### src/logic/pid_pkg.sv
////////////////////////////////////////////////////////////////////////////
// shared definitions of the MIMO PID controller
// register port widths, coefficient width, register map offsets
// and reset values of the settings
////////////////////////////////////////////////////////////////////////////

package pid_pkg;

  // register port
  localparam int unsigned BUS_AW = 8;   // byte address
  localparam int unsigned BUS_DW = 32;  // read and write data

  // every set point and gain is a signed value of this width
  localparam int unsigned COEF_W = 14;

  //////////////////////////////////////////////////////////////////////////
  // register map
  //////////////////////////////////////////////////////////////////////////

  // integrator reset bits, bit index = output * CNI + input
  localparam int unsigned REG_IRST = 0;

  // cell (o, i) window at REG_CELL_BASE + 16 * (o * CNI + i)
  localparam int unsigned REG_CELL_BASE = 16;

  // offsets inside a 16 byte cell window
  localparam int unsigned OFS_SP = 0;   // set point
  localparam int unsigned OFS_KP = 4;   // proportional gain
  localparam int unsigned OFS_KI = 8;   // integral gain
  localparam int unsigned OFS_KD = 12;  // derivative gain

  //////////////////////////////////////////////////////////////////////////
  // reset values
  //////////////////////////////////////////////////////////////////////////

  localparam logic                     IRST_RESET = 1'b1;  // integrators held
  localparam logic signed [COEF_W-1:0] COEF_RESET = '0;    // all gains off

endpackage

### src/logic/pid_block.sv
////////////////////////////////////////////////////////////////////////////
// single PID cell
// error register, P/I/D products with integrator, sum and saturation
// three cycles from dat_i to dat_o
////////////////////////////////////////////////////////////////////////////

`timescale 1ns/1ns

module pid_block #(
  parameter int unsigned DWI = 14,  // input width
  parameter int unsigned DWO = 14,  // output width
  parameter int unsigned PSR = 12,  // proportional shift
  parameter int unsigned ISR = 18,  // integral shift
  parameter int unsigned DSR = 10   // derivative shift
) (
  input  logic                              clk,
  input  logic                              rstn,
  input  logic signed [DWI-1:0]             dat_i,
  input  logic signed [pid_pkg::COEF_W-1:0] set_sp_i,
  input  logic signed [pid_pkg::COEF_W-1:0] set_kp_i,
  input  logic signed [pid_pkg::COEF_W-1:0] set_ki_i,
  input  logic signed [pid_pkg::COEF_W-1:0] set_kd_i,
  input  logic                              int_rst_i,
  output logic signed [DWO-1:0]             dat_o
);

  import pid_pkg::*;

  localparam int unsigned EW  = ((COEF_W > DWI) ? COEF_W : DWI) + 1;  // error
  localparam int unsigned PW  = EW + COEF_W;      // kp and ki products
  localparam int unsigned KDW = EW + 1 + COEF_W;  // kd product, diff is one wider
  // accumulator keeps DWO+1 bits above the shift, never narrower than a product
  localparam int unsigned IAW = ((ISR + DWO + 1) > (PW + 1)) ? (ISR + DWO + 1) : (PW + 1);
  localparam int unsigned SW  = ((IAW > KDW) ? IAW : KDW) + 2;  // final sum

  // output rails in sum width
  localparam logic signed [SW-1:0] OMAX = {{(SW-DWO+1){1'b0}}, {(DWO-1){1'b1}}};
  localparam logic signed [SW-1:0] OMIN = {{(SW-DWO+1){1'b1}}, {(DWO-1){1'b0}}};

  logic signed [EW-1:0]  err_r;       // stage 1
  logic signed [EW-1:0]  err_prev_r;  // stage 2, error one sample back
  logic signed [EW:0]    err_diff;
  logic signed [PW-1:0]  kp_r;
  logic signed [KDW-1:0] kd_r;
  logic signed [PW-1:0]  ki_prod;
  logic signed [IAW:0]   acc_sum;     // one guard bit for overflow detect
  logic signed [IAW-1:0] acc_r;
  logic signed [SW-1:0]  p_term;      // stage 3 operands
  logic signed [SW-1:0]  i_term;
  logic signed [SW-1:0]  d_term;
  logic signed [SW-1:0]  pid_sum;

  ////////////////////////////////////////////////////////////////////////////
  // stage 1: error
  ////////////////////////////////////////////////////////////////////////////

  always_ff @(posedge clk) begin
    if (!rstn) begin
      err_r <= '0;
    end else begin
      err_r <= set_sp_i - dat_i;  // both sign extended to EW
    end
  end

  ////////////////////////////////////////////////////////////////////////////
  // stage 2: products and integrator
  ////////////////////////////////////////////////////////////////////////////

  assign err_diff = err_r - err_prev_r;
  assign ki_prod  = err_r * set_ki_i;
  assign acc_sum  = acc_r + ki_prod;

  always_ff @(posedge clk) begin
    if (!rstn) begin
      err_prev_r <= '0;
      kp_r       <= '0;
      kd_r       <= '0;
      acc_r      <= '0;
    end else begin
      err_prev_r <= err_r;
      kp_r       <= err_r * set_kp_i;
      kd_r       <= err_diff * set_kd_i;
      if (int_rst_i) begin
        acc_r <= '0;                             // integrator held
      end else if (acc_sum[IAW:IAW-1] == 2'b01) begin
        acc_r <= {1'b0, {(IAW-1){1'b1}}};        // positive rail
      end else if (acc_sum[IAW:IAW-1] == 2'b10) begin
        acc_r <= {1'b1, {(IAW-1){1'b0}}};        // negative rail
      end else begin
        acc_r <= acc_sum[IAW-1:0];
      end
    end
  end

  ////////////////////////////////////////////////////////////////////////////
  // stage 3: scale, sum, saturate
  ////////////////////////////////////////////////////////////////////////////

  assign p_term  = kp_r >>> PSR;   // arithmetic shifts keep the sign
  assign i_term  = acc_r >>> ISR;
  assign d_term  = kd_r >>> DSR;
  assign pid_sum = p_term + i_term + d_term;

  always_ff @(posedge clk) begin
    if (!rstn) begin
      dat_o <= '0;
    end else if (pid_sum > OMAX) begin
      dat_o <= OMAX[DWO-1:0];
    end else if (pid_sum < OMIN) begin
      dat_o <= OMIN[DWO-1:0];
    end else begin
      dat_o <= pid_sum[DWO-1:0];
    end
  end

  // reset bit must leave the integrator empty on the next cycle
  a_int_rst : assert property (
    @(posedge clk) disable iff (!rstn)
    int_rst_i |=> (acc_r == '0)
  );

endmodule

### config.mk
export PLATFORM = sky130hd
export DESIGN_NAME = pid_block
export DESIGN_NICKNAME = d
export VERILOG_FILES = /design/src/logic/pid_pkg.sv /design/src/logic/pid_block.sv
export SDC_FILE = /design/constraint.sdc
export NUM_CORES = 2
export LEC_CHECK = 0
export ABC_AREA = 1
export BUFFER_PORTS_ARGS = -buffer_cell sky130_fd_sc_hd__buf_2
export CORE_MARGIN = 2
export CORE_UTILIZATION = 50
export DETAILED_ROUTE_END_ITERATION = 7
export PLACE_DENSITY = 0.66
export SLEW_MARGIN = 20
export SYNTH_ARGS = -nofsm -noshare
export SYNTH_HDL_FRONTEND = slang
export SYNTH_SLANG_ARGS = --single-unit
export TNS_END_PERCENT = 50
### constraint.sdc
create_clock -name clk -period 7.61 [get_ports clk]
set_input_delay 0.3805 -clock clk [delete_from_list [all_inputs] [get_ports clk]]
set_output_delay 0.3805 -clock clk [all_outputs]
set_load 0.02 [all_outputs]
* After elaboration in Yosys (flattened, before gate mapping)
Index checks and enable logic that the tools add are counted.
** Storage, ports and cells
- Register bits :: 136
- Input port bits :: 73
- Output and inout bits :: 14
- Logic and storage cells :: 28
** Operators by class
- Add/subtract/negate cells :: 5
- $mul :: 3
- $lt $le $gt $ge :: 2
- Equal/unequal tests :: 2
- Muxes and demuxes :: 4
- Bitwise operators :: 1
- Reductions and logical operators :: 3
** Operators with widths (number)
- $mul 15x14->29 :: 2
- $add 33x29->34 :: 1
- $mux 33 :: 1
- $mux 32 :: 1
- $mul 16x14->30 :: 1
- $add 18x20->21 :: 1
- $gt 21x14->1 const B :: 1
- $lt 21x14->1 const B :: 1
- $add 17x15->18 :: 1
- $sub 15x15->16 :: 1
- $sub 14x14->15 :: 1
- $mux 14 :: 1
- $mux 13 :: 1
- $reduce_or 2->1 :: 2
- $reduce_or 3->1 :: 1
- $eq 2x1->1 const B :: 1
- $eq 2x2->1 const B :: 1
- $not 1->1 :: 1

* Longest topological paths before layout
- Word-level depth :: 5
- Gate-level depth with buffers :: 41

* Worst setup path before layout
OpenSTA, ideal clock, no wires.
- Path kind :: flip-flop to flip-flop
- Start point :: reg err_r[0]
- End point :: reg kd_r[28]
- Data arrival time :: 6.332 ns
- Required time :: 7.495 ns
- Setup slack :: 1.163 ns
- Cell stages (with the launch flop) :: 35
- Clock period less this slack :: 6.447 ns
- Path through :: dfxtp_1 buf_2 inv_1 ha_1 inv_1 fa_1 nand3_1 nand2_1 a21oi_1 o21bai_1 or2_2 nand2_1 nor2_1 fa_1 inv_1 fa_1 inv_1 fa_1 inv_1 fa_1 inv_1 fa_1 inv_1 fa_1 inv_1 ha_1 nand2_1 nor2_1 inv_1 o21ai_0 a21oi_1 inv_1 nand4_1 a21oi_1 nor2_1
** Between the ends
- Word-level cells in the longest chain between the ends :: 2
** RTL lines
- start: declaration :: RTL line pid_block.sv:40 : logic signed [EW-1:0] err_r;
- start signal: assignment :: RTL line pid_block.sv:61 : err_r <= set_sp_i - dat_i;
- $sub 15x15->16 :: RTL line pid_block.sv:69 : assign err_diff = err_r - err_prev_r;
- $mul 16x14->30 :: RTL line pid_block.sv:82 : kd_r <= err_diff * set_kd_i;
- end signal: assignment :: RTL line pid_block.sv:82
- end: declaration :: RTL line pid_block.sv:44 : logic signed [KDW-1:0] kd_r;
No other way between the ends.
A chain may end at the register's enable or synchronous reset.

* Worst setup path in the final report
- Start point :: reg err_r[0]
- End point :: reg kd_r[20]
Same word-level chain as after synthesis.

==> summary.md <==
| Metric | Value |
|---|---|
| Pin count of the biggest net entering global routing | 60 |
| R2R cell count | 33 |
| Critical path depth | 33 |
| Die X | 262 um |
| Unrepaired setup endpoints after global routing | no |
| Detail Route Antenna Nets | 0 |
| Final setup margin | 0.449 ns |
| Drt first-iter violations | 1495 |
| Antenna cells | 0 |
| CP max FO | 8 |
| 1st-pass router iterations | 7 |
| Die Ht | 262 um |
| First-pass GRT wire length | 141000 um |
| Post-Syn Area per Cell | 7.96 um2 |
| Layout area overhead | 5.55% |
| DP Cell Count | 5049 |
| Setup Fix Bufs, Post-CTS | 0 |
| Synth Register Bits | 114 |
| DP Worst Slack | 0.188 ns |
| Final-report hold violation count | 0 |
| Layout cells sized above 1 | 0.0586 |
| Ys async rst share | 0 |
| Post-synth EDFFs | 0 |
| Die area | 68600 um2 |
| Max_slew headroom | 0.482 |
| Synth Cell Area | 33300 um2 |
| Critical path arrival | 7.50 ns |
| CP Data Required Time | 7.95 ns |
| Routed vias/inst | 5.04 |
| CP Class | reg -> reg |
| Initial core utilization | 0.505 |
| Via count | 25600 |
| Seq/Total Area, Yosys | 0.0686 |
| GRT Overall Usage | 0.262 |
| Clock slew at reported path FFs | 0.06 ns |
| Core area | 65900 um2 |
| Routability Congestion | 0.936 |
| Worst setup EP type | flop |
| DR DRC count | 0 |
| GRT overflow | 0 |
| # Max-Cap Violations | 0 |
| Final setup vio count | 0 |
| Status | finished clean |
| Worst path most repeated cell | nand2_1 |
| Number of port buffers | 86 |
| Final WL | 83700 um |
| Crit path buffers/inverters | 7 |
| Top cell type by total area after synthesis | fa_1 |
| Time the worst path needs with I/O delays and setup | 7.16 ns |
| Synth top area share | 0.435 |
| Rows | 94 |
| Mapped Cells | 4177 |
| Worst-case clock buffer depth | 2 |
| Largest delay share family, worst path | adder cells |
| Max Slew Vio Count | 0 |
| # IOs | 87 |
| Tightest Pin Transition | 0.776 ns |
| CTS tree | done |
| Startpoint types | flop |
| Fmax | 140 MHz |
| Number of global-route vias before repair | 27200 |
| Clock sinks | 114 |
| Commonest cells after routing, fill and taps aside | 1113 x inv_1, 962 x nand2_1, 723 x fa_1 |
| Final period utilization | 0.941 |
| Clk root buf | clkbuf_16 |
| Synthesis Warnings | 0 |
| Setup TNS | 0 ns |
| Hold Path Cell Cnt | 2 |
| Slowest cell delay on critical path | 0.57 ns |
| Worst min path class | in -> reg |
| Post-layout nets | 5276 |
| Initial antenna violation count | 1 |
| Synth unique cells | 50 |
| Post-route insts no fill | 5079 |
| Most common cell after layout, fill and taps aside | inv_1 |
| Clk_skew | 0.0149 ns |
| Wire per inst | 16.5 um |
| Slowest cell on crit path | fa_1 |
| Ys flop type | dfxtp_1 |
| H-Tree Depth | 4 |
| Detail Placement HPWL | 71600 um |
| Clock Latency Late Sink | 0.44 ns |
| Syn nets | 5249 |
| Ranking of synthesized cells by area | fa_1 44%, inv_1 13%, nand2_1 11% |
| CTS buffer count | 17 |
kinds of logic after synthesis:
kind of cell | Yosys count | share of synthesized area
buffers and inverters | 1237 | 0.141
adder cells (fa/ha/maj) | 999 | 0.539
flip-flops | 114 | 0.0686
AND/OR/NAND/NOR | 1426 | 0.176
AO/OA/AOI/OAI | 333 | 0.0570
XOR/XNOR | 68 | 0.0181
routing by layer:
layer	vias up	GRT usage	share of wire
met2	635	0.446	0.48
met5	-	0	0
met1	12600	0.348	0.44
li1	12300	-	-
met4	0	0.0697	0.024
met3	97	0.0421	0.057
sequential cells by signal, indices dropped and copies added (netlist names):
register    count
dat_o          14
kd_r           20
kp_r           17
err_prev_r     15
err_r          15
acc_r          33
cell usage after synthesis, drive strengths merged, types with 3 or more instances:
cell and n:
a21boi 3, a21o 21, a21oi 173, a31oi 14, buf 25, clkbuf 83
clkinv 3, dfxtp 114, fa 723, ha 276, inv 1126, nand2 1000
nand3 104, nand3b 5, nand4 26, nor2 255, nor3 23, nor4 6
o21a 13, o21ai 87, o21bai 14, o31ai 3, or2 4, xnor2 28
xor2 40
final timing paths:
check                  from            end  slack, ns
setup / recovery   err_r[0]       kd_r[20]       0.45
hold / removal    int_rst_i      acc_r[32]       0.17
setup reg to reg   err_r[0]       kd_r[20]       0.45
hold reg to reg    err_r[1]  err_prev_r[1]       0.49
area by class of cell:
| class | instances | area, um2 |
|---|---|---|
| inverters | 1129 | 4240 |
| clock buffers | 17 | 425 |
| repair buffers | 116 | 656 |
| clock inverters | 13 | 115 |
| multi-input cells | 2826 | 26300 |
| fillers | 6343 | 30800 |
| flip-flops and latches | 114 | 2280 |
| well taps | 864 | 1080 |
metrics by stage:
stage	utilization	cell area (um2)	hold slack, ns
6_report	0.533	35100	0.167
3_5_place_dp	0.524	34500	0.485
2_1_floorplan	-	33300	0.460
5_1_grt	0.533	35100	0.160
4_1_cts	0.533	35100	0.155
3_3_place_gp	0.524	34500	0.473
timing repair:
item,in CTS,in global routing
hold endpoints to repair,0,0
hold buffers,0,0
gates resized for setup,0,9
setup endpoints to repair,0,14
Power is left out: the tool's default activity adds up to more than one toggle a clock period on the data nets, which glitch-free logic cannot reach.
