`config.mk`:
```
export PLATFORM = sky130hd
export DESIGN_NAME = pid_sum_sat
export DESIGN_NICKNAME = d
export VERILOG_FILES = /design/src/logic/pid_sum_sat.sv
export SDC_FILE = /design/constraint.sdc
export NUM_CORES = 1
export LEC_CHECK = 0
export ABC_CLOCK_PERIOD_IN_PS = 2900
export BUFFER_PORTS_ARGS = -buffer_cell sky130_fd_sc_hd__buf_2
export CAP_MARGIN = 25
export CORE_UTILIZATION = 35
export CTS_CLUSTER_SIZE = 16
export DETAILED_ROUTE_END_ITERATION = 7
export PLACE_DENSITY = 0.66
export SETUP_SLACK_MARGIN = 0.3
export SLEW_MARGIN = 20
export SYNTH_ARGS = -nofsm -noshare
export SYNTH_HDL_FRONTEND = slang
export SYNTH_SLANG_ARGS = --single-unit
```
`constraint.sdc`:
```
create_clock -name clk -period 2.9 [get_ports clk]
set_input_delay 0 -clock clk [delete_from_list [all_inputs] [get_ports clk]]
set_output_delay 0 -clock clk [all_outputs]
set_load 0.01 [all_outputs]
```
`src/logic/pid_sum_sat.sv`:
```
////////////////////////////////////////////////////////////////////////////
// row adder for one output channel
// sums the cell results and clamps to the output range, one cycle
////////////////////////////////////////////////////////////////////////////

`timescale 1ns/1ns

module pid_sum_sat #(
  parameter int unsigned CNI = 2,   // terms per row
  parameter int unsigned DWO = 14   // term and output width
) (
  input  logic                           clk,
  input  logic                           rstn,
  input  logic signed [CNI-1:0][DWO-1:0] term_i,
  output logic signed [DWO-1:0]          dat_o
);

  // room for CNI full scale terms without wrap
  localparam int unsigned SW = DWO + $clog2(CNI);

  localparam logic signed [SW-1:0] OMAX = {{(SW-DWO+1){1'b0}}, {(DWO-1){1'b1}}};
  localparam logic signed [SW-1:0] OMIN = {{(SW-DWO+1){1'b1}}, {(DWO-1){1'b0}}};

  logic signed [SW-1:0] sum_c;

  // signed sum over the row
  always_comb begin
    sum_c = '0;
    for (int i = 0; i < CNI; i++) begin
      sum_c = sum_c + $signed(term_i[i]);
    end
  end

  always_ff @(posedge clk) begin
    if (!rstn) begin
      dat_o <= '0;
    end else if (sum_c > OMAX) begin
      dat_o <= OMAX[DWO-1:0];    // clamp high
    end else if (sum_c < OMIN) begin
      dat_o <= OMIN[DWO-1:0];    // clamp low
    end else begin
      dat_o <= sum_c[DWO-1:0];
    end
  end

  // clamping pulls a sum toward zero and never flips its sign
  a_sat_pos : assert property (
    @(posedge clk) disable iff (!rstn)
    (sum_c >= 0) |=> (dat_o >= 0) && (dat_o <= $past(sum_c))
  );
  a_sat_neg : assert property (
    @(posedge clk) disable iff (!rstn)
    (sum_c < 0) |=> (dat_o < 0) && (dat_o >= $past(sum_c))
  );

endmodule

```
Word-level counts from Yosys, hierarchy flattened

Cells that the tools add are included.

Output and inout bits: 14
Input port bits: 30
Word-level logic and storage cells: 9
Bits in registers: 14

Muxes and demuxes: 2
Add/sub/neg operators: 1
Order comparisons: 2
Reduce and logical (&&, ||, !) cells: 1
Bitwise gates (word level): 1

Operator list:

| kind                 | number |
|---|---|
| $add 14x14->15       | 1 |
| $gt 15x14->1 const B | 1 |
| $lt 15x14->1 const B | 1 |
| $mux 14              | 1 |
| $mux 13              | 1 |
| $reduce_or 2->1      | 1 |
| $not 1->1            | 1 |

Depth between registers and ports, before layout

Gate-level depths: netlist of the first run.

Depth after elaboration: 4
Gate-level depth with buffers: 10
Gate-level depth less buffers: 9

Worst setup path after synthesis of the first run

OpenSTA, ideal clock, no wires.

Path kind: input-to-reg
Start: input term_i[0] in the netlist's numbering
End: register dat_o[10]
Setup time: 140 ps
Slack: 643 ps
Buffers on the path: 1
Required time: 2,760 ps
Stages on the path: 10
Arrival time: 2,116 ps
Path through: ha_1 > fa_1 > a211o_1 > a21oi_1 > o211ai_1 > a22o_1 > or4_1 > buf_2 > nand2_1 > a311oi_1

Cells in the longest elaborated chain, start to end: 4
Elaborated cells between the ends (all ways): 5
Those cells by class: add/sub: 1; order compare: 2; mux: 2

RTL lines:

| item                 | line | text |
|---|---|---|
| start, declared      | 14   | `input logic signed [CNI-1:0][DWO-1:0] term_i,` |
| $add 14x14->15 *     | 30   | `sum_c = sum_c + $signed(term_i[i]);` |
| $lt 15x14->1         | 39   | `end else if (sum_c < OMIN) begin` |
| $mux 14              | 39   |  |
| $mux 13 *            | 37   | `end else if (sum_c > OMAX) begin` |
| end signal, assigned | 38   | `dat_o <= OMAX[DWO-1:0];` |
| end signal, assigned | 40   | `dat_o <= OMIN[DWO-1:0];` |
| end signal, assigned | 42   | `dat_o <= sum_c[DWO-1:0];` |
| end, declared        | 15   | `output logic signed [DWO-1:0] dat_o` |

Every way passes the cells marked *; elsewhere a longest branch is shown, timed or not.
A chain may end at the register's enable or synchronous reset.

Worst setup path in the final report of the first run

Start: input term_i[0] in the netlist's numbering
End: register dat_o[12]

The elaborated chain is that of the path after synthesis.

==> flow_summary.yaml, run 1 <==
status:
  outcome: "finished, final reports clean"
logic_synthesis:
  async_flop_share_pct: 0
  synthFlopType: "dfxtp_1"
  synth_area_um2: 1420
  yosysTopAreaCellShare_pct: 19.7
  netlist_instances: 173
  ys_seq_area_share_pct: 19.7
  ys_top_cells_by_area: "dfxtp_1 20%, ha_1 12%, a21oi_1 6.0%"
  synth_fp_nets: 218
  ys_ff_latch: 14
  synth_edf_count: 0
  yosysUniqueCellTypes: 52
  avgSynthCellArea_um2: 8.21
  yosys_warnings: 0
  yosysTopAreaCell: "dfxtp_1"
global_routing:
  grt_pass1_vias: 1215
  grt.met2_usage_pct: 25.0
  top_usage_layer: "met2"
  grt_max_degree: 18
  grt_antenna_before_repair: 0
  grt_util_met1_pct: 20.6
  grt_pass1_wl_mm: 5.28
  met3_usage_pct: 0.521
  track_usage_pct: 15.2
  grt-ovfl-total: 0
place:
  dp_hpwl_mm: 2.63
  portBuffers: 43
  placed_cells_incl_taps: 254
  gp_congestion: 0.818
timing:
  tightest_slew_ns: 0.426
  rsz0062_at_grt: "no"
  final-setup-viol-count: 0
  finalSetupTns_ns: 0
  finalCritPeriodShare_pct: 83.1
  fin_crit_ns: 2.41
  timing.final.max_slew_violations: 0
  max_freq_ghz: 0.415
  hold_violations: 0
  maxSlewHeadroom_pct: 71.4
hold_path:
  worstHoldStart: "rstn"
  worstHoldPathCells: 3
  worstHoldPathType: "primary input to flop"
  min_to: "dat_o[0]"
worst_setup_path:
  cp_max_fo: 9
  path_cells: "buf_2, ha_1, fa_1, a211o_1, a21oi_1, o211ai_1, a22o_1, a31oi_2, and2_1, a221oi_1"
  critPathRequiredTime_ns: 3.00
  start_kind: "primary input"
  worstSetupStartpoint: "term_i[0]"
  critPathSlowestCell: "fa_1"
  critical_path_arrival_ns: 2.51
  endpoint_kind: "flop"
  path_class: "primary input to flop"
  slowest_delay_ns: 0.43
job:
  cap_violations: 0
final_layout:
  nNetsFinal: 256
  syn_to_final_growth_pct: 20.3
  regMostFlops: "dat_o"
  fin_cells: 258
  largest_reg_flops: 14
  reg_top3: "dat_o (14)"
  n_antenna_cell: 0
  drive_gt1_share_pct: 28.1
power:
  leakagePower_uw: 0.000785
  power_uw: 782
  vdd_ir_drop_max_mv: 0.118
  power.density_nw_per_um2: 458
floorplan:
  placement_rows: 22
  die_x_um: 65.7
  die_y_um: 65.7
  num_io_pins: 44
  start_util_pct: 37.7
  core_area_um2: 3770
  die_area_um2: 4320
detailed_routing:
  wl_per_cell_um: 12.4
  drt-pass1-iter-count: 4
  totalWireLength_mm: 3.19
  drt_iter0_drc: 56
  postRouteAntennaNets: 0
  dr_total_vias: 1426
  route.detailed.drc: 0
  vias_per_cell: 5.53
clocking:
  cts_tree: "done"
  clock-sinks: 14
  clock_path_buffers: 2
  clkTransAtPathRegs_ns: 0.05
  root_buffer: "clkbuf_8"
  htreeDepth: 1
  cts_inserted_buffers: 3
  ctsHoldBuffers: 0
  post-cts-setup-buffers: 0
  ctsResizeCount: 0
-- power by group --
group,switching [µW],internal (µW)
sequential,5.80,223
combinational,210,161
clock,61.5,120
total,277,505
-- cells in the mapped netlist, types with 2 or more instances --
cell,number
xnor2_1,5
buf_4,2
dfxtp_1,14
nor4_1,2
and2_1,2
nor3_1,3
ha_1,14
or4_1,2
nand2_1,14
maj3_1,7
inv_1,5
o211ai_1,2
o21a_1,3
nand2b_1,3
nor2_1,3
a2bb2oi_1,2
a311oi_1,2
nand4_1,3
a211oi_1,2
clkbuf_1,8
nand3_1,3
a21o_1,4
and3_1,3
a21oi_1,17
xor2_1,5
a31oi_1,5
o21ai_0,12
a2111oi_0,2
-- worst max-delay path by stage --
stage,to,slack (ns),cells past startpoint
2_1_floorplan,dat_o[10],0.64,10
3_3_place_gp,dat_o[0],0.31,10
3_5_place_dp,dat_o[12],0.27,10
4_1_cts,dat_o[0],0.52,10
5_1_grt,dat_o[4],0.31,10
6_report,dat_o[12],0.49,10
-- through the flow --
stage	worst slack (ns)	util [%]	area, µm²	hold slack [ns]
2_1_floorplan	0.643	-	1420	0.138
3_3_place_gp	0.314	43.8	1650	0.293
3_5_place_dp	0.267	43.8	1650	0.294
4_1_cts	0.523	45.3	1710	0.0373
5_1_grt	0.314	45.3	1710	0.0492
6_report	0.490	45.3	1710	0.0402
-- critical path: cells and delay by family --
family / cells / cell delay, ns
simple gates: 1 / 0.25
buf+inv: 1 / 0.10
fa+ha+maj: 2 / 0.66
compound gates: 6 / 1.51
-- layer usage --
metal / up-vias / wire [µm]
met5: - / 0
met4: 0 / 14
met3: 2 / 159
met2: 46 / 1460
met1: 648 / 1550
li1: 730 / -
-- placed cells by master (no fill, tap or decap), drive strengths merged, types with 3 or more instances in the layout --
cell,count
a2111oi,3
a21o,4
a21oi,17
a31oi,7
and3,3
buf,44
clkbuf,4
dfxtp,14
ha,14
inv,5
maj3,7
nand2,15
nand2b,3
nand3,3
nand4,4
nor2,3
nor3,3
nor4,3
o21a,3
o21ai,13
or4,3
xnor2,5
xor2,5
-- cell families after synthesis --
kind of cell / count (synthesis) / synth area share [%]
DFF: 14 / 19.7
adders and majority gates: 22 / 18.7
and+or+nand+nor: 45 / 18.0
AOI/OAI and AO/OA: 65 / 32.3
xor gates and xnor gates: 10 / 6.17
buffers and inverters: 17 / 5.11
-- area by class of cell --
cell class / count / area (µm²)
well taps: 48 / 60.1
multi-input cells: 142 / 1070
clock buffers: 4 / 55.1
fillers: 397 / 2060
inverters: 6 / 22.5
repair buffers: 44 / 223
flip-flops and latches: 14 / 280
(Power assumes the default switching activity.)
==> run 2: changes to the inputs <==
--- a/config.mk
+++ b/config.mk
@@ -5,13 +5,14 @@
 export SDC_FILE = /design/constraint.sdc
 export NUM_CORES = 1
 export LEC_CHECK = 0
-export ABC_CLOCK_PERIOD_IN_PS = 2900
+export ABC_AREA = 1
+export ABC_CLOCK_PERIOD_IN_PS = 2350
 export BUFFER_PORTS_ARGS = -buffer_cell sky130_fd_sc_hd__buf_2
 export CAP_MARGIN = 25
 export CORE_UTILIZATION = 35
 export CTS_CLUSTER_SIZE = 16
 export DETAILED_ROUTE_END_ITERATION = 7
-export PLACE_DENSITY = 0.66
+export PLACE_DENSITY = 0.67
 export SETUP_SLACK_MARGIN = 0.3
 export SLEW_MARGIN = 20
 export SYNTH_ARGS = -nofsm -noshare
==> constraint.sdc (replaced) <==
create_clock -name clk -period 2.35 [get_ports clk]
set_input_delay 0 -clock clk [delete_from_list [all_inputs] [get_ports clk]]
set_output_delay 0 -clock clk [all_outputs]
set_load 0.01 [all_outputs]
==> run 2 against run 1 <==
Synthesized area decreased by 8.5%. Flip-flop and latch count unchanged. Worst setup slack improved by 0.25 ns. Sequential share of layout area increased by 1.2 points. Global-route usage increased by 0.099 points. Largest cell class unchanged. Highest routed layer unchanged. Clock power increased by 4%. Critical endpoint is now dat_o[0].
==> flow_summary.yaml, run 2 <==
power:
  power.density_nw_per_um2: 544
  vdd_ir_drop_max_mv: 0.145
  leakagePower_uw: 0.000932
detailed_routing:
  drt-pass1-iter-count: 4
  route.detailed.drc: 0
  drt_iter0_drc: 54
  totalWireLength_mm: 2.68
  vias_per_cell: 4.53
  wl_per_cell_um: 9.54
  postRouteAntennaNets: 0
  dr_total_vias: 1273
clocking:
  post-cts-setup-buffers: 0
  htreeDepth: 1
  ctsHoldBuffers: 0
  cts_tree: "done"
  ctsResizeCount: 0
  cts_inserted_buffers: 3
  clkTransAtPathRegs_ns: 0.05
  root_buffer: "clkbuf_8"
  clock_path_buffers: 2
  clock-sinks: 14
floorplan:
  start_util_pct: 37.8
  die_x_um: 62.9
  die_area_um2: 3960
  die_y_um: 62.9
  placement_rows: 21
  num_io_pins: 44
  core_area_um2: 3440
timing:
  rsz0062_at_grt: "no"
  hold_violations: 0
  finalCritPeriodShare_pct: 68.4
  fin_crit_ns: 1.61
  timing.final.max_slew_violations: 0
  final-setup-viol-count: 0
  tightest_slew_ns: 0.323
  max_freq_ghz: 0.622
  maxSlewHeadroom_pct: 78.4
  finalSetupTns_ns: 0
logic_synthesis:
  ys_ff_latch: 14
  yosysUniqueCellTypes: 26
  synth_common_cells: "60 x nand2_1, 18 x inv_1, 18 x nor2_1"
  synthFlopType: "dfxtp_1"
  async_flop_share_pct: 0
  ys_seq_area_share_pct: 21.6
  ys_top_cells_by_area: "dfxtp_1 22%, nand2_1 17%, ha_1 13%"
  yosysMostFrequentCell: "nand2_1"
  synth_fp_nets: 236
  netlist_instances: 191
  synth_edf_count: 0
  avgSynthCellArea_um2: 6.81
  synth_area_um2: 1300
  yosysTopAreaCell: "dfxtp_1"
  yosysTopAreaCellShare_pct: 21.6
  yosys_warnings: 0
worst_setup_path:
  cp_max_fo: 11
  slowest_delay_ns: 0.40
  endpoint_kind: "flop"
  path_class: "primary input to flop"
  path_cells: "buf_2, ha_1, fa_1, nand2_1, nand2_1, nand3_1, nand2_1, nand2_1, nand3_1, nand2_4, inv_2, nand2_4, nand2_1, nor2_1"
  critPathSlowestCell: "fa_1"
  cp_common_cell: "nand2_1"
  start_kind: "primary input"
  critical_path_arrival_ns: 1.79
  critPathRequiredTime_ns: 2.53
final_layout:
  fin_cells: 281
  n_antenna_cell: 0
  drive_gt1_share_pct: 30.6
  syn_to_final_growth_pct: 22.2
  final_common_cell: "nand2_1"
  largest_reg_flops: 14
  final_cell_mix: "60 x nand2_1, 43 x buf_2, 18 x inv_1, 18 x nor2_1"
  regMostFlops: "dat_o"
  nNetsFinal: 282
  reg_top3: "dat_o (14)"
hold_path:
  worstHoldPathType: "primary input to flop"
global_routing:
  track_usage_pct: 15.3
  grt_pass1_wl_mm: 4.84
  grt_max_degree: 14
  grt_antenna_before_repair: 0
  grt_pass1_vias: 1135
  grt-ovfl-total: 0
place:
  portBuffers: 43
  gp_congestion: 0.793
  placed_cells_incl_taps: 278
  dp_hpwl_mm: 2.26
job:
  cap_violations: 0
status:
  outcome: "finished, final reports clean"
-- run 2: cell types whose count changed after synthesis, moves of 5 or more --
cell      before  now
a31oi_1        5    0
nand2_1       14   60
maj3_1         7    0
a21oi_1       17   11
clkbuf_1       8    0
nand3_1        3    9
nand3_2        0   11
nor2_1         3   18
inv_2          0    5
inv_1          5   18
o21ai_0       12    2
-- run 2: path summary, 6_finish.rpt --
path / startpoint / slack, ns / to / depth (start not counted)
setup / recovery: term_i[0] / 0.74 / dat_o[0] / 14
hold / removal: term_i[14] / 0.08 / dat_o[0] / 4
-- run 2: power breakdown --
part,switching (µW),internal (µW)
logic,232,153
registers,8.22,282
clock network,74.9,113
total,315,548
-- run 2: cells by family (layout without fill, tap and decap cells) --
logic type | Yosys count | count (layout) | share of synthesized area (%)
AND/OR/NAND/NOR | 114 | 114 | 43.6
buffers and inverters | 26 | 70 | 8.85
adder cells (fa/ha/maj) | 15 | 15 | 15.0
AO/OA/AOI/OAI | 15 | 15 | 6.26
flip-flops | 14 | 14 | 21.6
XOR/XNOR | 7 | 7 | 4.72
-- run 2: per-stage QoR --
stage               power, µW  setup slack [ns]  hold slack, ns  utilization (%)  cell area, µm²
floorplan                 580             0.752           0.121                -            1300
global placement          679             0.521           0.343             45.0            1550
detailed placement        680             0.485           0.334             45.0            1550
CTS                       870             0.743          0.0800             46.2            1590
global route              935             0.545           0.116             46.2            1590
finish                    864             0.743          0.0800             46.2            1590
-- run 2: worst max-delay path: cells and delay by family --
kind          cells  cell delay, ns
simple gates     10            1.03
fa+ha+maj         2            0.62
buf+inv           2            0.15
-- run 2: final cells by class --
cell class / instances / area (µm²)
flip-flops and latches: 14 / 280
fillers: 380 / 1850
clock buffers: 3 / 41.3
well taps: 46 / 57.6
repair buffers: 43 / 215
inverters: 24 / 90.1
multi-input cells: 151 / 905
-- run 2: per-layer routing --
layer	global-route usage [%]	share of wire (%)
met1	21.0	51
met2	22.6	42
met3	1.82	4.1
met4	8.72	2.5
met5	0	0
