### src/logic/pid_pkg.sv
////////////////////////////////////////////////////////////////////////////
// shared definitions of the MIMO PID controller
// register port widths, coefficient width, register map offsets
// and reset values of the settings
////////////////////////////////////////////////////////////////////////////

package pid_pkg;

  // register port
  localparam int unsigned BUS_AW = 8;   // byte address
  localparam int unsigned BUS_DW = 32;  // read and write data

  // every set point and gain is a signed value of this width
  localparam int unsigned COEF_W = 14;

  //////////////////////////////////////////////////////////////////////////
  // register map
  //////////////////////////////////////////////////////////////////////////

  // integrator reset bits, bit index = output * CNI + input
  localparam int unsigned REG_IRST = 0;

  // cell (o, i) window at REG_CELL_BASE + 16 * (o * CNI + i)
  localparam int unsigned REG_CELL_BASE = 16;

  // offsets inside a 16 byte cell window
  localparam int unsigned OFS_SP = 0;   // set point
  localparam int unsigned OFS_KP = 4;   // proportional gain
  localparam int unsigned OFS_KI = 8;   // integral gain
  localparam int unsigned OFS_KD = 12;  // derivative gain

  //////////////////////////////////////////////////////////////////////////
  // reset values
  //////////////////////////////////////////////////////////////////////////

  localparam logic                     IRST_RESET = 1'b1;  // integrators held
  localparam logic signed [COEF_W-1:0] COEF_RESET = '0;    // all gains off

endpackage

### src/logic/pid_regs.sv
////////////////////////////////////////////////////////////////////////////
// settings register bank
// four-phase req/ack slave, set points, gains and integrator resets
// flat per-cell outputs, index = output * CNI + input
////////////////////////////////////////////////////////////////////////////

`timescale 1ns/1ns

module pid_regs #(
  parameter int unsigned CNI = 2,
  parameter int unsigned CNO = 2
) (
  input  logic                                    clk,
  input  logic                                    rstn,
  input  logic                                    bus_req_i,
  input  logic                                    bus_we_i,
  input  logic [pid_pkg::BUS_AW-1:0]              bus_addr_i,
  input  logic [pid_pkg::BUS_DW-1:0]              bus_wdata_i,
  output logic                                    bus_ack_o,
  output logic [pid_pkg::BUS_DW-1:0]              bus_rdata_o,
  output logic [CNO*CNI-1:0][pid_pkg::COEF_W-1:0] set_sp_o,
  output logic [CNO*CNI-1:0][pid_pkg::COEF_W-1:0] set_kp_o,
  output logic [CNO*CNI-1:0][pid_pkg::COEF_W-1:0] set_ki_o,
  output logic [CNO*CNI-1:0][pid_pkg::COEF_W-1:0] set_kd_o,
  output logic [CNO*CNI-1:0]                      int_rst_o
);

  import pid_pkg::*;

  localparam int unsigned NC  = CNO * CNI;   // number of cells
  localparam int unsigned CIW = BUS_AW - 4;  // cell index, 16 byte windows

  logic              acc_en;       // one access per req phase
  logic [BUS_AW-1:0] cell_ofs;
  logic [CIW-1:0]    cell_idx;
  logic [3:0]        win_ofs;
  logic              cell_hit;
  logic              irst_hit;
  logic [COEF_W-1:0] rd_coef;
  logic              rd_coef_vld;
  logic [BUS_DW-1:0] rd_data;

  ////////////////////////////////////////////////////////////////////////////
  // address decode
  ////////////////////////////////////////////////////////////////////////////

  assign acc_en   = bus_req_i && !bus_ack_o;  // phase 1 seen, not yet acked
  assign cell_ofs = bus_addr_i - BUS_AW'(REG_CELL_BASE);
  assign cell_idx = cell_ofs[BUS_AW-1:4];
  assign win_ofs  = cell_ofs[3:0];
  assign cell_hit = (bus_addr_i >= BUS_AW'(REG_CELL_BASE)) && (cell_idx < NC);
  assign irst_hit = (bus_addr_i == BUS_AW'(REG_IRST));

  // coefficient readback mux, unaligned offsets unmapped
  always_comb begin
    rd_coef     = '0;
    rd_coef_vld = 1'b0;
    if (cell_hit) begin
      rd_coef_vld = 1'b1;
      case (win_ofs)
        4'(OFS_SP): rd_coef = set_sp_o[cell_idx];
        4'(OFS_KP): rd_coef = set_kp_o[cell_idx];
        4'(OFS_KI): rd_coef = set_ki_o[cell_idx];
        4'(OFS_KD): rd_coef = set_kd_o[cell_idx];
        default:    rd_coef_vld = 1'b0;
      endcase
    end
  end

  always_comb begin
    rd_data = '0;                                   // unmapped reads zero
    if (irst_hit) begin
      rd_data[NC-1:0] = int_rst_o;                  // zero extended
    end else if (rd_coef_vld) begin
      rd_data = {{(BUS_DW-COEF_W){rd_coef[COEF_W-1]}}, rd_coef};  // sign extended
    end
  end

  ////////////////////////////////////////////////////////////////////////////
  // settings, written on the edge that raises ack
  ////////////////////////////////////////////////////////////////////////////

  always_ff @(posedge clk) begin
    if (!rstn) begin
      set_sp_o  <= {NC{COEF_RESET}};
      set_kp_o  <= {NC{COEF_RESET}};
      set_ki_o  <= {NC{COEF_RESET}};
      set_kd_o  <= {NC{COEF_RESET}};
      int_rst_o <= {NC{IRST_RESET}};
    end else if (acc_en && bus_we_i) begin
      if (irst_hit) begin
        int_rst_o <= bus_wdata_i[NC-1:0];
      end
      if (cell_hit) begin
        case (win_ofs)
          4'(OFS_SP): set_sp_o[cell_idx] <= bus_wdata_i[COEF_W-1:0];
          4'(OFS_KP): set_kp_o[cell_idx] <= bus_wdata_i[COEF_W-1:0];
          4'(OFS_KI): set_ki_o[cell_idx] <= bus_wdata_i[COEF_W-1:0];
          4'(OFS_KD): set_kd_o[cell_idx] <= bus_wdata_i[COEF_W-1:0];
          default: ;                                // hole in the window
        endcase
      end
    end
  end

  ////////////////////////////////////////////////////////////////////////////
  // handshake
  ////////////////////////////////////////////////////////////////////////////

  always_ff @(posedge clk) begin
    if (!rstn) begin
      bus_ack_o   <= 1'b0;
      bus_rdata_o <= '0;
    end else if (acc_en) begin
      bus_ack_o   <= 1'b1;                          // phase 2
      bus_rdata_o <= bus_we_i ? '0 : rd_data;       // held while ack high
    end else if (!bus_req_i && bus_ack_o) begin
      bus_ack_o <= 1'b0;                            // phase 4
    end
  end

  a_ack_rise : assert property (
    @(posedge clk) disable iff (!rstn)
    (!bus_req_i && !bus_ack_o) |=> !bus_ack_o
  );
  a_ack_fall : assert property (
    @(posedge clk) disable iff (!rstn)
    (bus_req_i && bus_ack_o) |=> bus_ack_o
  );

endmodule

### config.mk
export PLATFORM = sky130hd
export DESIGN_NAME = pid_regs
export DESIGN_NICKNAME = d
export VERILOG_FILES = /design/src/logic/pid_pkg.sv /design/src/logic/pid_regs.sv
export SDC_FILE = /design/constraint.sdc
export NUM_CORES = 1
export LEC_CHECK = 0
export ABC_AREA = 1
export BUFFER_PORTS_ARGS = -buffer_cell sky130_fd_sc_hd__buf_4
export CAP_MARGIN = 20
export CORE_MARGIN = 2
export CORE_UTILIZATION = 40
export DETAILED_ROUTE_END_ITERATION = 10
export GPL_ROUTABILITY_DRIVEN = 0
export GPL_TIMING_DRIVEN = 0
export PLACE_DENSITY = 0.75
export SLEW_MARGIN = 15
export SYNTH_ARGS = -nofsm -noshare
export SYNTH_HDL_FRONTEND = slang
export SYNTH_SLANG_ARGS = --single-unit
### constraint.sdc
create_clock -name clk -period 5.8 [get_ports clk]
set_input_delay 1.16 -clock clk [delete_from_list [all_inputs] [get_ports clk]]
set_output_delay 1.16 -clock clk [all_outputs]
set_load 0.02 [all_outputs]
# ---- Word level (Yosys, flattened, before mapping)
# Cells that the tools add are included.
dict set report op_classes {
  eq_ne 3
  add_sub_neg 1
  reduce_logical 16
  n_mux 24
  magnitude_cmp 4
}
# op n
set ops {}
lappend ops {{56-bit bitwise mux} 4}
lappend ops {{14-bit binary-select mux with 2-bit select} 4}
lappend ops {{14-bit 2-to-1 mux} 6}
lappend ops {{32-bit 2-to-1 mux} 2}
lappend ops {{14-bit case mux with 4 select lines} 1}
lappend ops {{14-bit demux with 2-bit select} 1}
lappend ops {{28-bit 2-to-1 mux} 1}
lappend ops {{3-bit AND reduction} 4}
lappend ops {{4-bit == test (second input constant)} 2}
lappend ops {{8-bit by 5-bit >= comparator with 1-bit output (second input constant)} 1}
lappend ops {{8-bit zero test} 1}
lappend ops {{4-bit by 3-bit less-than comparator with 1-bit output (second input constant)} 2}
lappend ops {{8-bit by 5-bit subtractor with 8-bit output (second input constant)} 1}
lappend ops {{1-bit logical AND} 5}
lappend ops {{4-bit by 3-bit == test with 1-bit output (second input constant)} 1}
lappend ops {{4-bit by 1-bit >= comparator with 1-bit output (second input constant)} 1}
lappend ops {{4-bit zero test} 1}
lappend ops {{1-bit 2-to-1 mux} 4}
lappend ops {{4-bit 2-to-1 mux} 1}
lappend ops {{4-bit OR reduction} 1}
lappend ops {{1-bit zero test} 2}
lappend ops {{2-bit AND reduction} 1}
lappend ops {{2-bit nonzero test} 1}
dict set report totals {
  elab_cells 67
  reg_bits 261
  in_bits 44
}

# ---- Depth between registers and ports, before layout
dict set report logic_depth {
  depth_word 8
  mapped_depth 14
}

# ---- Worst setup path before layout
# Ideal clock, no wire load.
dict set report synth_path {
  path_kind {input port to flip-flop}
  start {input bus_addr_i[4] in the netlist's numbering}
  end {register bus_rdata_o[7] in the netlist's numbering}
  arrival_time_ns 3.089
  setup_time_ns 0.070
  slack_ns 2.640
  path_buffers 5
  stages 14
  cell_sequence {buf_4 inv_2 buf_2 buf_2 ha_1 inv_1 clkbuf_1 buf_1 nand3_1 nand2_1 nand2_1 nand2_1 o21ai_0 a21oi_1}
}
dict set report synth_via {
  elab_chain_len 8
  word_cells_on_any_way 19
  classes_between {1 x add/sub; 2 x order compare; 14 x mux; 2 x reduce/logical}
}
# element line_no
set synth_rtl {}
lappend synth_rtl {{start: declaration} pid_regs.sv:17} ;# input logic [pid_pkg::BUS_AW-1:0] bus_addr_i,
lappend synth_rtl {{8-bit by 5-bit subtractor with 8-bit output} pid_regs.sv:48} ;# assign cell_ofs = bus_addr_i - BUS_AW'(REG_CELL_BASE);
lappend synth_rtl {{14-bit binary-select mux with 2-bit select, on equally long branches} -}
lappend synth_rtl {{14-bit 2-to-1 mux, on equally long branches} -}
lappend synth_rtl {{14-bit case mux with 4 select lines} pid_regs.sv:60} ;# case (win_ofs)
lappend synth_rtl {{14-bit 2-to-1 mux} pid_regs.sv:58} ;# if (cell_hit) begin
lappend synth_rtl {{32-bit 2-to-1 mux} pid_regs.sv:74} ;# end else if (rd_coef_vld) begin
lappend synth_rtl {{28-bit 2-to-1 mux (*)} pid_regs.sv:72} ;# if (irst_hit) begin
lappend synth_rtl {{32-bit 2-to-1 mux (*)} pid_regs.sv:116} ;# bus_rdata_o <= bus_we_i ? '0 : rd_data;
lappend synth_rtl {{end signal: assignment} pid_regs.sv:116}
lappend synth_rtl {{end: declaration} pid_regs.sv:20} ;# output logic [pid_pkg::BUS_DW-1:0] bus_rdata_o,
# Every way passes the cells marked *; elsewhere a longest branch is shown, timed or not. The select of a mux whose other input is x is not followed.
# A chain may end at the register's enable or synchronous reset.

# ---- Worst setup path in the final report
dict set report layout_path {
  start {input bus_addr_i[4] in the netlist's numbering}
  end {register bus_rdata_o[3] in the netlist's numbering}
}
dict set report layout_via {
  elab_chain_len 8
  word_cells_on_any_way 19
  classes_between {1 x add/sub; 2 x order compare; 14 x mux; 2 x reduce/logical}
}
# element line_no
set layout_rtl {}
lappend layout_rtl {{8-bit by 5-bit subtractor with 8-bit output} pid_regs.sv:48}
lappend layout_rtl {{14-bit binary-select mux with 2-bit select, on equally long branches} -}
lappend layout_rtl {{14-bit 2-to-1 mux, on equally long branches} -}
lappend layout_rtl {{14-bit case mux with 4 select lines} pid_regs.sv:60}
lappend layout_rtl {{14-bit 2-to-1 mux} pid_regs.sv:58}
lappend layout_rtl {{32-bit 2-to-1 mux} pid_regs.sv:74}
lappend layout_rtl {{4-bit 2-to-1 mux (*)} pid_regs.sv:72}
lappend layout_rtl {{32-bit 2-to-1 mux (*)} pid_regs.sv:116}
# Marks and branches as above.

==> metrics.md <==
| Metric | Value |
|---|---|
| Setup Crit Path Kind | primary input to register |
| PD cells | 233 nW/um^2 |
| CP Capture Type | register |
| NetSw | roughly 0.99 mW |
| Nets | roughly 2500 |
| TritonCTS clock tree | done |
| Arrival @ worst endpoint | 4.46 ns |
| Yosys cell types | 27 |
| Worst setup path startpoint | bus_addr_i[4] |
| Clk pin slew, worst setup/hold paths | roughly 0.06 ns |
| # DRC | 0 |
| Max-Cap Viols | 0 |
| CP Launch Type | primary input |
| Post-synth EDFFs | 0 |
| Post-CTS Hold Buffers | 0 |
| Avg Vias per Cell | roughly 5.1 |
| Crit-path leading delay family | buffers and inverters |
| Detailed Route Iter0 Violations | 1805 |
| Vias in the first global route | about 13000 |
| Synth Area in Simple Gates | 0.457 |
| Clock Tree Buf Depth | 3 |
| Port Buffer Count | approximately 270 |
| Routed WL per cell | roughly 18 um |
| Post-synthesis mux area share | 0 |
| CP most frequent cell | nand2_1 |
| Final Setup Violations | 0 |
| Most common flop cell mapped by yosys | dfxtp_1 |
| CP max stage cell | buf_1 |
| Routed WL | 52300 um |
| DRT Pass-1 Iters | 6 |
| Post-synthesis net count | between 2000 and 2500 |
| Rows | 65 |
| Min cycle time layout | ~4.0 ns |
| Gr ovfl total | 0 |
| Setup_tns | 0 ns |
| RSZ-0062 raised after global routing | false |
| Cts bufs inserted | 26 |
| Post-CTS setup buffers | 0 |
| DR vias | between 10000 and 15000 |
| Most frequent cell after synthesis | nand2_1 |
| Slew margin rel. | 0.210 |
| Crit Reg-Reg Startpoint | bus_ack_o |
| Sw frac | 0.262 |
| Buf/Inv on CP | 8 |
| Synth warnings | 0 |
| Die area | ~33000 sq um |
| Synth area leaders | dfxtp_1, nand2_1, nor2_1 |
| First-pass GRT wire length | between 70000 and 80000 um |
| Worst Path Max Fanout | 12 |
| Max VDD drop | between 0.0002 and 0.00025 V |
| Synth top cells by count | nand2_1, nor2_1, dfxtp_1 |
| Run status | completed |
| Die width | roughly 180 um |
| Die height | ~180 um |
| Final Skew | between 0.01 and 0.015 ns |
| Cell area after layout | around 16000 sq um |
| Slew @ Worst Pin | ~1.2 ns |
| Clk sink count | about 240 |
| Synth Cell Area | 12700 sq um |
| Post-DP HPWL | between 30000 and 40000 um |
| XOR/XNOR Fraction of Synth Area | 0.000690 |
| # IOs | a little over 300 |
| Compound-cell area share of the yosys netlist | 0.0176 |
| H-Tree Level Count | 1 |
| Initial antenna violation count | 2 |
| Post-route ant nets | 0 |
| Seq pwr share | 0.446 |
| Max Fclk | 0.251 GHz |
| Synth Area per Inst | between 6 and 7 sq um |
| Critical Path RT | ~6.3 ns |
| Worst-path cell chain | buf_4, buf_4, inv_2, buf_2, buf_2, ha_1, inv_1, clkbuf_1, buf_1, nand3_1, nand2_1, nand2_1, nand2_1, o21ai_1, a21oi_1 |
| Dominant cell type by area after synthesis | dfxtp_1 |
| Worst skew pair latency | 0.55 ns |
| Final Hold Viols | 0 |
| Leakage | approximately 9.6 nW |
| Synthesized instance count | 2107 |
| Pwr Total | 3.76 mW |
| R2R setup slack | roughly 3.7 ns |
| Pin count of the biggest net entering global routing | 21 |
| Initial Util | 0.404 |
| CP max stage delay | approximately 0.6 ns |
| Final Max Slew Viols | 0 |
| Crit Reg-Reg Endpoint | set_ki_o[50] |
| Dpl cell area | between 15000 and 20000 sq um |
| Post_cts resized | 0 |
| Cell-internal power | 2.77 mW |
| Root Buffer Master | clkbuf_16 |
| Stages on the worst setup path | 15 |
| Core area | approximately 31000 sq um |
| Critical Path End | bus_rdata_o[3] |
| #FFs+latches synth | about 240 |
| Register area share after synthesis | 0.383 |
| Synth Area in Adders | 0.00592 |
| Top cell type's share of synthesized area | 0.383 |
| Combinational Power Share | 0.096 |
| Ys async rst share | 0 |
| Worst R2R Path Depth | 9 |
| Fin crit share | 0.688 |
| Share of cells above drive strength 1 | 0.167 |
| Tot GR Track Use | 0.303 |
| Area Growth Syn to Fin | 26.9% |
| Main combinational cell family by area after synthesis | simple AND/OR/NAND/NOR gates |
| Clock power share | 0.458 |
| Hold Path Class | register to register |
## worst min-delay path by stage
stage,startpoint,to,slack (ns),cells after the start
floorplan,bus_rdata_o[10],bus_rdata_o[10],0.55,2
detailed placement,bus_ack_o,bus_ack_o,0.47,2
global placement,bus_ack_o,bus_ack_o,0.46,2
CTS,bus_ack_o,bus_ack_o,0.48,2
global route,bus_ack_o,bus_ack_o,0.52,2
finish,bus_ack_o,bus_ack_o,0.48,2
## stage by stage
step	setup slack [ns]	std cells	utilization	hold WS [ns]
after CTS	1.91	2824	0.512	0.483
after global placement	1.44	2780	0.485	0.464
after floorplan	2.64	2107	-	0.545
final	1.81	2828	0.513	0.483
after detailed placement	1.37	2780	0.485	0.474
after global routing	1.80	2826	0.513	0.523
## cells by family (layout without fill, tap and decap cells)
| logic type | Yosys count | count (layout) |
|---|---|---|
| DFF | 243 | 243 |
| xor gates and xnor gates | 1 | 1 |
| adders and majority gates | 6 | 6 |
| and+or+nand+nor | 1423 | 1423 |
| buffers and inverters | 394 | 710 |
| other | 0 | 3 |
| AOI/OAI and AO/OA | 40 | 40 |
## worst reg2reg max path, stage by stage (launching register included)
cell and delay [ns]:
dfxtp_1 0.31, inv_1 0.07, ha_1 0.21, nand2_1 0.11, inv_2 0.25, buf_4 0.35, nand4_4 0.26, buf_2 0.28
nor2_1 0.14, nor2_1 0.08
## power groups by stage
stage / logic [mW] / registers, mW / clock network [mW]
3_5_place_dp: 0.343 / 1.71 / 0
6_report: 0.361 / 1.67 / 1.72
3_3_place_gp: 0.340 / 1.71 / 0
2_1_floorplan: 0.207 / 1.72 / 0
4_1_cts: 0.344 / 1.67 / 1.72
5_1_grt: 0.376 / 1.67 / 1.78
## flip-flops by register name, summed over array words and instances, names as in the netlist
register / count
int_rst_o: 4
set_kp_o: 56
bus_rdata_o: 14
bus_ack_o: 1
set_ki_o: 56
set_sp_o: 56
set_kd_o: 56
## cells in the final DEF (no fill, tap or decap), types with 11 or more instances in the layout
master,n
nand2_1,829
nor2_1,457
buf_4,294
dfxtp_1,243
inv_1,237
nand3_1,113
clkbuf_1,62
buf_2,31
buf_1,30
clkbuf_16,27
a21oi_1,15
nand4_4,13
buf_6,13
o21ai_0,11
## cell type report
class	instances	area, sq um
Clock buffer	39	751
Tap cell	402	503
Multi-Input combinational cell	1470	6110
Clock inverter	5	100
Buffer	151	806
Inverter	243	912
Fill cell	3162	15300
Sequential cell	243	4860
Timing Repair Buffer	272	2050
Antenna cell	3	7.51
## per-layer routing
metal	vias up	wire length (um)	global-route usage
li1	6789	-	-
met4	0	3010	0.161
met5	-	0	0
met1	6518	19800	0.391
met2	966	23000	0.485
met3	178	6510	0.0499
Power figures use the tool's default switching activity.
